**src/include/pooling_defs.svh**
```systemverilog
`ifndef POOLING_DEFS_SVH
`define POOLING_DEFS_SVH

// width of one sample from the systolic array.
`define POOL_DATA_WIDTH 16

// number of output columns, one pooling lane each.
`define POOL_COLS 8

// windows per row, which is also the register file depth.
`define POOL_DEPTH 4

// enough bits to address POOL_DEPTH windows.
`define POOL_ADDR_WIDTH 2

`endif

```
**src/hdl/pooling_pkg.sv**
```systemverilog
`default_nettype none

package pooling_pkg;

    // ####################
    // opcodes
    // ####################

    // max keeps the larger operand, avg keeps the floor of the halved sum.
    typedef enum logic
    {
        POOL_MAX = 1'b0,
        POOL_AVG = 1'b1
    } pool_op_e;

    // ####################
    // controller states
    // ####################

    typedef enum logic [1:0]
    {
        IDLE  = 2'd0, // waiting for start.
        ROW0  = 2'd1, // first row of every window.
        ROW1  = 2'd2, // second row, results come out here.
        DRAIN = 2'd3  // skewed control still walking the columns.
    } pool_state_e;

endpackage

`default_nettype wire

```
**src/hdl/pool_addr_counter.sv**
```systemverilog
`default_nettype none

`include "pooling_defs.svh"

module pool_addr_counter
#(
    parameter int depth      = `POOL_DEPTH,
    parameter int addr_width = `POOL_ADDR_WIDTH
)
(
    input  logic                  clk,
    input  logic                  nrst,
    input  logic                  clear,
    input  logic                  step,
    output logic [addr_width-1:0] adrs,
    output logic                  odd,
    output logic                  row_end
);

    // one row holds two elements per window, so the count needs one bit more.
    localparam int cnt_width = addr_width + 1;
    localparam logic [cnt_width-1:0] last_elem = cnt_width'(2 * depth - 1);

    logic [cnt_width-1:0] cnt;

    always_ff @(posedge clk or negedge nrst)
    begin
        if (!nrst)
        begin
            cnt <= '0;
        end
        else if (clear)
        begin
            cnt <= '0;
        end
        else if (step)
        begin
            // wrap at the end of a row so the next row starts at window 0.
            if (row_end)
                cnt <= '0;
            else
                cnt <= cnt + 1'b1;
        end
    end

    assign adrs    = cnt[cnt_width-1:1]; // the pair index is the window address.
    assign odd     = cnt[0];             // second element of the pair.
    assign row_end = (cnt == last_elem);

endmodule

`default_nettype wire

```
**src/hdl/pooling_control.sv**
```systemverilog
`default_nettype none

`include "pooling_defs.svh"

module pooling_control
#(
    parameter int cols       = `POOL_COLS,
    parameter int depth      = `POOL_DEPTH,
    parameter int addr_width = `POOL_ADDR_WIDTH
)
(
    input  logic                  clk,
    input  logic                  nrst,
    input  logic                  start,
    input  pooling_pkg::pool_op_e op_in,
    output logic [addr_width-1:0] adrs,
    output logic                  mux_sel,
    output logic                  wr_raw,
    output logic                  wr_pool,
    output logic                  cap,
    output logic                  pool_done,
    output logic                  last,
    output pooling_pkg::pool_op_e op,
    output logic                  busy
);

    import pooling_pkg::*;

    // the drain counter runs from 0 up to cols-2.
    localparam int drain_width = ($clog2(cols) > 0) ? $clog2(cols) : 1;
    localparam logic [drain_width-1:0] drain_last = drain_width'(cols - 2);

    pool_state_e            state;
    pool_state_e            state_next;
    pool_op_e               op_q;
    logic [drain_width-1:0] drain_cnt;
    logic                   odd;
    logic                   row_end;
    logic                   in_row;

    assign in_row = (state == ROW0) || (state == ROW1);

    pool_addr_counter
    #(
        .depth      (depth),
        .addr_width (addr_width)
    )
    addr_counter_i
    (
        .clk     (clk),
        .nrst    (nrst),
        .clear   (state == IDLE),
        .step    (in_row),
        .adrs    (adrs),
        .odd     (odd),
        .row_end (row_end)
    );

    // ####################
    // state machine
    // ####################

    always_comb
    begin
        state_next = state;
        case (state)
            IDLE:  if (start) state_next = ROW0;
            ROW0:  if (row_end) state_next = ROW1;
            ROW1:  if (row_end) state_next = (cols > 1) ? DRAIN : IDLE;
            DRAIN: if (drain_cnt == drain_last) state_next = IDLE;
            default: state_next = IDLE;
        endcase
    end

    always_ff @(posedge clk or negedge nrst)
    begin
        if (!nrst)
        begin
            state     <= IDLE;
            op_q      <= POOL_MAX;
            drain_cnt <= '0;
        end
        else
        begin
            state <= state_next;
            if (state == IDLE && start)
                op_q <= op_in; // the opcode holds for the whole job.
            if (state == DRAIN)
                drain_cnt <= drain_cnt + 1'b1;
            else
                drain_cnt <= '0;
        end
    end

    // ####################
    // column 0 strobes
    // ####################

    assign wr_raw    = (state == ROW0) && !odd;
    assign wr_pool   = (state == ROW0) && odd;
    assign cap       = (state == ROW1) && !odd;
    assign pool_done = (state == ROW1) && odd;
    assign last      = pool_done && row_end; // final window of the job.
    assign mux_sel   = (state == ROW0) || cap; // only the last fold uses the carry.
    assign op        = op_q;
    assign busy      = (state != IDLE);

endmodule

`default_nettype wire

```
**src/hdl/regfile_pooling.sv**
```systemverilog
`default_nettype none

`include "pooling_defs.svh"

module regfile_pooling
#(
    parameter int data_width = `POOL_DATA_WIDTH,
    parameter int depth      = `POOL_DEPTH,
    parameter int addr_width = `POOL_ADDR_WIDTH
)
(
    input  logic                  clk,
    input  logic                  nrst,
    input  logic                  wr_raw,
    input  logic                  wr_pool,
    input  logic [data_width-1:0] raw_in,
    input  logic [data_width-1:0] pool_in,
    input  logic [addr_width-1:0] adrs,
    output logic [data_width-1:0] rd
);

    // one partial result per window of the current row.
    logic [data_width-1:0] mem [depth];

    always_ff @(posedge clk or negedge nrst)
    begin
        if (!nrst)
        begin
            for (int i = 0; i < depth; i++)
            begin
                mem[i] <= '0;
            end
        end
        else if (wr_pool)
        begin
            mem[adrs] <= pool_in; // folded value from the combiner.
        end
        else if (wr_raw)
        begin
            mem[adrs] <= raw_in; // first sample of a window.
        end
    end

    // The read is asynchronous so the combiner sees the entry in the same cycle.
    assign rd = mem[adrs];

endmodule

`default_nettype wire

```
**src/hdl/pooling_lane.sv**
```systemverilog
`default_nettype none

`include "pooling_defs.svh"

module pooling_lane
#(
    parameter int data_width = `POOL_DATA_WIDTH,
    parameter int depth      = `POOL_DEPTH,
    parameter int addr_width = `POOL_ADDR_WIDTH
)
(
    input  logic                  clk,
    input  logic                  nrst,
    input  logic [data_width-1:0] sys_out,
    input  logic [addr_width-1:0] adrs,
    input  logic                  mux_sel,
    input  logic                  wr_raw,
    input  logic                  wr_pool,
    input  logic                  cap,
    input  pooling_pkg::pool_op_e op,
    output logic [data_width-1:0] pooling_out
);

    import pooling_pkg::*;

    logic [data_width-1:0] rd;
    logic [data_width-1:0] operand_b;
    logic [data_width-1:0] carry;
    logic [data_width-1:0] max_val;
    logic [data_width-1:0] avg_val;
    logic [data_width:0]   sum;

    regfile_pooling
    #(
        .data_width (data_width),
        .depth      (depth),
        .addr_width (addr_width)
    )
    regfile_i
    (
        .clk     (clk),
        .nrst    (nrst),
        .wr_raw  (wr_raw),
        .wr_pool (wr_pool),
        .raw_in  (sys_out),
        .pool_in (pooling_out),
        .adrs    (adrs),
        .rd      (rd)
    );

    // ####################
    // combiner
    // ####################

    assign operand_b = mux_sel ? rd : carry;

    // The sum is one bit wider so the average of two large samples cannot wrap.
    assign sum     = {1'b0, sys_out} + {1'b0, operand_b};
    assign avg_val = sum[data_width:1]; // dropping the low bit rounds down.
    assign max_val = (sys_out > operand_b) ? sys_out : operand_b;

    assign pooling_out = (op == POOL_AVG) ? avg_val : max_val;

    // holds the fold of the row-1 even sample until its odd partner arrives.
    always_ff @(posedge clk)
    begin
        if (cap)
            carry <= pooling_out;
    end

endmodule

`default_nettype wire

```
**src/hdl/pooling_skew_stage.sv**
```systemverilog
`default_nettype none

`include "pooling_defs.svh"

module pooling_skew_stage
#(
    parameter int addr_width = `POOL_ADDR_WIDTH
)
(
    input  logic                  clk,
    input  logic                  nrst,
    input  logic [addr_width-1:0] in_adrs,
    input  logic                  in_mux_sel,
    input  logic                  in_wr_raw,
    input  logic                  in_wr_pool,
    input  logic                  in_cap,
    input  logic                  in_pool_done,
    input  logic                  in_last,
    input  pooling_pkg::pool_op_e in_op,
    output logic [addr_width-1:0] out_adrs,
    output logic                  out_mux_sel,
    output logic                  out_wr_raw,
    output logic                  out_wr_pool,
    output logic                  out_cap,
    output logic                  out_pool_done,
    output logic                  out_last,
    output pooling_pkg::pool_op_e out_op
);

    import pooling_pkg::*;

    // One cycle here matches the one cycle of skew between array columns.
    always_ff @(posedge clk or negedge nrst)
    begin
        if (!nrst)
        begin
            out_adrs      <= '0;
            out_mux_sel   <= 1'b0;
            out_wr_raw    <= 1'b0;
            out_wr_pool   <= 1'b0;
            out_cap       <= 1'b0;
            out_pool_done <= 1'b0;
            out_last      <= 1'b0;
            out_op        <= POOL_MAX;
        end
        else
        begin
            out_adrs      <= in_adrs;
            out_mux_sel   <= in_mux_sel;
            out_wr_raw    <= in_wr_raw;
            out_wr_pool   <= in_wr_pool;
            out_cap       <= in_cap;
            out_pool_done <= in_pool_done;
            out_last      <= in_last;
            out_op        <= in_op; // the opcode rides along with its strobes.
        end
    end

endmodule

`default_nettype wire

```
**src/hdl/pooling_top.sv**
```systemverilog
`default_nettype none

`include "pooling_defs.svh"

module pooling_top
#(
    parameter int data_width = `POOL_DATA_WIDTH,
    parameter int cols       = `POOL_COLS,
    parameter int depth      = `POOL_DEPTH,
    parameter int addr_width = `POOL_ADDR_WIDTH
)
(
    input  logic                  clk,
    input  logic                  nrst,
    input  logic                  start,
    input  pooling_pkg::pool_op_e op_in,
    input  logic [data_width-1:0] sys_out      [cols],
    output logic [data_width-1:0] pooling_out  [cols],
    output logic                  pooling_done [cols],
    output logic                  pooling_finish,
    output logic                  busy
);

    import pooling_pkg::*;

    // control bundle, one copy per column.
    logic [addr_width-1:0] adrs      [cols];
    logic                  mux_sel   [cols];
    logic                  wr_raw    [cols];
    logic                  wr_pool   [cols];
    logic                  cap       [cols];
    logic                  pool_done [cols];
    logic                  last      [cols];
    pool_op_e              op        [cols];

    pooling_control
    #(
        .cols       (cols),
        .depth      (depth),
        .addr_width (addr_width)
    )
    control_i
    (
        .clk       (clk),
        .nrst      (nrst),
        .start     (start),
        .op_in     (op_in),
        .adrs      (adrs[0]),
        .mux_sel   (mux_sel[0]),
        .wr_raw    (wr_raw[0]),
        .wr_pool   (wr_pool[0]),
        .cap       (cap[0]),
        .pool_done (pool_done[0]),
        .last      (last[0]),
        .op        (op[0]),
        .busy      (busy)
    );

    // ####################
    // lanes
    // ####################

    for (genvar j = 0; j < cols; j++)
    begin : g_lane
        pooling_lane
        #(
            .data_width (data_width),
            .depth      (depth),
            .addr_width (addr_width)
        )
        lane_i
        (
            .clk         (clk),
            .nrst        (nrst),
            .sys_out     (sys_out[j]),
            .adrs        (adrs[j]),
            .mux_sel     (mux_sel[j]),
            .wr_raw      (wr_raw[j]),
            .wr_pool     (wr_pool[j]),
            .cap         (cap[j]),
            .op          (op[j]),
            .pooling_out (pooling_out[j])
        );

        assign pooling_done[j] = pool_done[j];
    end

    // ####################
    // skew chain
    // ####################

    for (genvar j = 1; j < cols; j++)
    begin : g_skew
        pooling_skew_stage
        #(
            .addr_width (addr_width)
        )
        skew_i
        (
            .clk           (clk),
            .nrst          (nrst),
            .in_adrs       (adrs[j-1]),
            .in_mux_sel    (mux_sel[j-1]),
            .in_wr_raw     (wr_raw[j-1]),
            .in_wr_pool    (wr_pool[j-1]),
            .in_cap        (cap[j-1]),
            .in_pool_done  (pool_done[j-1]),
            .in_last       (last[j-1]),
            .in_op         (op[j-1]),
            .out_adrs      (adrs[j]),
            .out_mux_sel   (mux_sel[j]),
            .out_wr_raw    (wr_raw[j]),
            .out_wr_pool   (wr_pool[j]),
            .out_cap       (cap[j]),
            .out_pool_done (pool_done[j]),
            .out_last      (last[j]),
            .out_op        (op[j])
        );
    end

    // The job is finished once the last column has put out its final window.
    always_ff @(posedge clk or negedge nrst)
    begin
        if (!nrst)
            pooling_finish <= 1'b0;
        else
            pooling_finish <= pool_done[cols-1] && last[cols-1];
    end

endmodule

`default_nettype wire

```
**config.mk**
```make
export PLATFORM = sky130hd
export DESIGN_NAME = pooling_top
export DESIGN_NICKNAME = d
export VERILOG_FILES = /design/src/hdl/pooling_pkg.sv /design/src/hdl/pool_addr_counter.sv /design/src/hdl/pooling_control.sv /design/src/hdl/regfile_pooling.sv /design/src/hdl/pooling_lane.sv /design/src/hdl/pooling_skew_stage.sv /design/src/hdl/pooling_top.sv
export VERILOG_INCLUDE_DIRS = /design/src /design/src/include
export SDC_FILE = /design/constraint.sdc
export NUM_CORES = 2
export LEC_CHECK = 0
export BUFFER_PORTS_ARGS = -buffer_cell sky130_fd_sc_hd__buf_2
export CORE_MARGIN = 10
export CORE_UTILIZATION = 45
export CTS_CLUSTER_SIZE = 25
export DETAILED_ROUTE_END_ITERATION = 8
export MAX_ROUTING_LAYER = met4
export SLEW_MARGIN = 20
export SYNTH_ARGS = -nofsm -noshare
export SYNTH_HDL_FRONTEND = slang
export SYNTH_HIERARCHICAL = 1
export SYNTH_SLANG_ARGS = --single-unit
```
**constraint.sdc**
```tcl
create_clock -name clk -period 6 [get_ports clk]
set_input_delay 0 -clock clk [delete_from_list [all_inputs] [get_ports clk]]
set_output_delay 0 -clock clk [all_outputs]
set_load 0.005 [all_outputs]
```
; ---- Word level (Yosys, flattened, before mapping)
; Index checks and enable logic that the tools add are counted.
[classes]
magnitude_cmp = 24
n_reduce_logical = 30
multipliers = 0
shifts = 0
div = 0
addsub = 10
mux = 105
eq_ne = 9
bitwise = 8
[op_table]
columns = cell, n
row1 = 64-bit bitwise mux, 16
row2 = 64-bit two-way mux, 16
row3 = 16-bit two-way mux, 48
row4 = 16-bit binary-select mux with 2-bit select, 8
row5 = 16-bit demux with 2-bit select, 8
row6 = 16-bit by 16-bit adder with 17-bit output, 8
row7 = 16-bit > comparator, 8
row8 = "3-bit >= comparator, second input constant", 8
row9 = "3-bit by 1-bit less-than comparator with 1-bit output, second input constant", 8
row10 = 2-bit inverter with 3-bit output, 8
row11 = 2-bit nonzero test, 10
row12 = 1-bit logical AND, 15
row13 = 3-bit two-way mux, 4
row14 = 2-bit two-way mux, 4
row15 = 2-bit case mux with 4 select lines, 1
row16 = "3-bit by 1-bit adder with 3-bit output, second input constant", 2
row17 = "3-bit == test, second input constant", 2
row18 = "2-bit by 1-bit != test with 1-bit output, second input constant", 3
row19 = "2-bit == test, second input constant", 2
row20 = 4-bit AND reduction, 1
row21 = "2-bit by 1-bit == test with 1-bit output, second input constant", 1
row22 = 2-bit zero test, 1
row23 = 1-bit logical OR, 2
row24 = "2-bit != test, second input constant", 1
row25 = 1-bit zero test, 1
[totals]
latchBits = 0
memories = 0
output_inout_bits = 138
romBits = 0
ramBits = 0
regBits = 713
inputBits = 132
wordCells = 287

; ---- Depth between registers and ports, before layout
[depth]
ltp_word = 10
ltp_mapped = 21

; ---- Hierarchy
; Netlist, hierarchy kept.
[modules_own_cells]
columns = mod, area_per_inst_um2, instances, seq_area_each_um2, cells_per_inst
row1 = regfile_pooling, 3047.9, 8, 1601.5, 176
row2 = pooling_lane at g_lane[0].lane_i ..., 2130.8, 5, 480.5, 234
row3 = pooling_lane at g_lane[1].lane_i, 2333.5, 1, 480.5, 256
row4 = pooling_lane at g_lane[7].lane_i, 2323.5, 1, 480.5, 250
row5 = pooling_lane at g_lane[6].lane_i, 2240.9, 1, 480.5, 246
row6 = pooling_skew_stage, 225.2, 7, 225.2, 9
row7 = pooling_control, 409.1, 1, 150.1, 38
row8 = pool_addr_counter, 151.4, 1, 75.1, 12
row9 = pooling_top, 31.3, 1, 25.0, 2

; ---- Worst setup path before layout
; Ideal clock, no wire load.
[synth_path]
kind = reg2reg
from = reg control_i.state[0]
to = reg g_lane[0].lane_i/regfile_i/mem[25] (netlist name)
n_path_buf = 4
t_required_ps = 5875
setup_slack_ps = 770
path_stages_with_launch = 21
arrival_time_ps = 5105
setup_ps = 125
path_cell_list = dfrtp_1 -> inv_1 -> ha_1 -> nor2b_1 -> or2_2 -> clkbuf_1 -> buf_1 -> mux2_2 -> inv_1 -> ha_1 -> nand4_2 -> or4_4 -> a21oi_2 -> nor3_1 -> o21bai_1 -> buf_6 -> buf_8 -> mux2i_1 -> mux2i_1 -> mux2_2 -> mux2_4
[synth_lines]
columns = element, line
row1 = start: declaration, pooling_control.sv:33  ; pool_state_e state;
row2 = start signal: assignment, pooling_control.sv:85  ; state <= state_next;
row3 = end signal: indexed assignment, regfile_pooling.sv:36  ; mem[adrs] <= pool_in;
row4 = end signal: indexed assignment, regfile_pooling.sv:40  ; mem[adrs] <= raw_in;
row5 = end: declaration, regfile_pooling.sv:23  ; logic [data_width-1:0] mem [depth];

==> run summary <==
largest net degree at the start of global routing -> 146
Worst Setup End Kind -> output port
Ys Warns -> 6
vias in the first global route -> 30300
core area -> 96990 um2
Layout area overhead -> 14.37%
CTS buffer count -> 84
Remaining DRCs -> 0
Netlist cell types -> 90
most frequent cells in the layout -> mux2_2, dfrtp_1, buf_2
die width -> 333.1 um
CTS root buffer -> clkbuf_16
post-CTS setup buffers -> 0
share of layout cells above drive strength 1 -> 0.3796
commonest non-fill, non-tap cell in the layout -> mux2_2
Mapped Area -> 44100 um2
DIE HEIGHT -> 333.1 um
post-route design area -> 50440 um2
TritonCTS clock tree -> yes
clock sink count -> 713
Seq/Total Area, Yosys -> 0.4191
initial antenna violation count -> 2
Max Cap Viol -> 0
Nets -> 4229
GR Util All Layers -> 0.2000
Final ANT Viol Nets -> 0
outcome -> finished clean
total congestion overflow -> 0
Die Area -> 110900 um2
Pins Over Slew Limit -> 0
first-pass GRT wire length -> 174700 um
Post-Synthesis Cells -> 3445
num rows -> 114
Main synth FF type -> dfrtp_1
port bufs -> 269
syn nets -> 3850
critical path data arrival time -> 5.42 ns
fmax -> 0.1845 GHz
CP Launch Type -> register
Least-Margin Pin Slew -> 1.127 ns
Starting DRT DRC Count -> 1342
routability cong. -> 0.9135
headroom to the max-slew limit -> 0.2484
Crit Reg-Reg Startpoint -> g_skew[4].skew_i/out_adrs[0]$_DFF_PN0_
Post-synth EDFFs -> 128
critical path class -> reg -> out
Worst-path clk slew -> 0.06 ns
minimum clock period -> 5.419 ns
Pre-Repair DR Iteration Count -> 5
Initial Utilization -> 0.4547
Fin. Hold Viols -> 0
CP Max Fanout -> 17
worst setup path startpoint -> g_skew[4].skew_i/out_adrs[0]$_DFF_PN0_
Fin Setup TNS -> 0 ns
Post-DP HPWL -> 76900 um
FF+latch count, synth -> 713
Hold Crit Class -> in -> async
Longest Clk Path Bufs -> 3
vias post-DR -> 28660
Avg Inst Size Synth -> 12.80 um2
Top Ports -> 270
Clock Latency Late Sink -> 0.65 ns
final setup fails -> 0
Async SR Flop Fraction -> 0.8205
drt via density -> 5.539
WL/cell -> 21.21 um
WL final -> 109700 um
RSZ-0062 raised after global routing -> no
htree depth -> 3
period utilization -> 0.9031
Placed Area -> 46260 um2
clock skew -> 0.02117 ns
Critical Path RT -> 6.00 ns
-- synthesized netlist by cell type (36+ instances only) --
cell type | number | area share
dfrtp_1 | 585 | 0.33
o21ai_0 | 49 | 0.0056
buf_6 | 40 | 0.010
inv_1 | 234 | 0.020
nor2_1 | 165 | 0.014
ha_1 | 265 | 0.075
a21oi_1 | 144 | 0.016
mux2i_1 | 125 | 0.028
mux2_2 | 688 | 0.18
nand2_1 | 60 | 0.0051
buf_2 | 39 | 0.0044
xnor2_1 | 87 | 0.017
nor2b_1 | 36 | 0.0051
edfxtp_1 | 128 | 0.087
mux4_2 | 128 | 0.065
mux2_4 | 80 | 0.027
nor3_1 | 59 | 0.0067
-- registers in the layout, indices dropped and copies added (netlist names), 7 cells and up --
register                     cells
g_lane.lane_i/carry            128
g_lane.lane_i/regfile_i/mem    512
g_skew.skew_i/out_adrs          14
g_skew.skew_i/out_cap            7
g_skew.skew_i/out_last           7
g_skew.skew_i/out_mux_sel        7
g_skew.skew_i/out_op             7
g_skew.skew_i/out_pool_done      7
g_skew.skew_i/out_wr_pool        7
g_skew.skew_i/out_wr_raw         7
-- per-stage QoR --
step	std cells	utilization	hold slack, ns	setup WS [ns]
5_1_grt	5174	0.5201	0.04514	0.1646
6_report	5174	0.5201	0.02808	0.5813
4_1_cts	5172	0.5199	0.02662	0.4310
2_1_floorplan	3445	-	-0.2956	0.7699
3_5_place_dp	4881	0.4769	0.07651	0.8362
3_3_place_gp	4881	0.4768	0.07021	0.9734
-- critical path, cell delays in order, from the launching register on --
cell and delay, ns:
dfrtp_1 0.98, mux4_2 0.60, mux2_2 0.30, inv_1 0.06
ha_1 0.27, nand4_1 0.19, or4_4 0.56, o21bai_2 0.79
buf_4 0.29, nor3_1 0.05, a221oi_1 0.41, buf_2 0.23
-- metal layers --
metal,share of wire,wire [um],global-route usage
met5,0,0,-
met3,0.035,3815,0.03155
met1,0.44,48140,0.2463
met2,0.50,54700,0.3364
met4,0.028,3091,0.06129
-- final timing paths --
| path | endpoint | slack, ns | depth (start not counted) |
|---|---|---|---|
| min | g_lane[7].lane_i/regfile_i/mem[48]$_DFFE_PN0P_ | 0.03 | 3 |
| max in group asynchronous | g_lane[0].lane_i/regfile_i/mem[40]$_DFFE_PN0P_ | 5.08 | 3 |
| max reg2reg | g_lane[4].lane_i/regfile_i/mem[50]$_DFFE_PN0P_ | 0.87 | 12 |
| min in group clk | g_skew[5].skew_i/out_last$_DFF_PN0_ | 0.34 | 0 |
| min reg2reg | g_skew[5].skew_i/out_last$_DFF_PN0_ | 0.34 | 0 |
| max | pooling_out[48] | 0.58 | 11 |
-- kinds of logic (layout without fill, tap and decap cells) --
kind of cell | Yosys count | count (layout) | synth area share
adder cells (fa/ha/maj) | 273 | 273 | 0.07881
multiplexers | 1022 | 1022 | 0.2969
buffers and inverters | 414 | 865 | 0.05118
AO/OA/AOI/OAI | 446 | 446 | 0.07509
flip-flops | 713 | 713 | 0.4191
other | 0 | 2 | 0
XOR/XNOR | 107 | 107 | 0.02125
AND/OR/NAND/NOR | 470 | 470 | 0.05770
-- final cells by class --
cell class / instances / area [um2]
flip-flops and latches: 713 / 18490
multi-input cells: 2318 / 23400
well taps: 1276 / 1597
diodes: 2 / 5.005
fillers: 8478 / 46550
repair buffers: 467 / 3231
clock inverters: 43 / 480.5
clock buffers: 115 / 2341
inverters: 240 / 900.9
-- timing repair --
item                                   in CTS  in global routing
setup endpoints to repair                   0                  0
hold buffers                              133                  0
endpoints found under the hold margin     747                  0
gates resized for setup                     0                  0
Power is not shown: default switching activity piles up to over one toggle a cycle in this logic, so the estimate is an artifact.
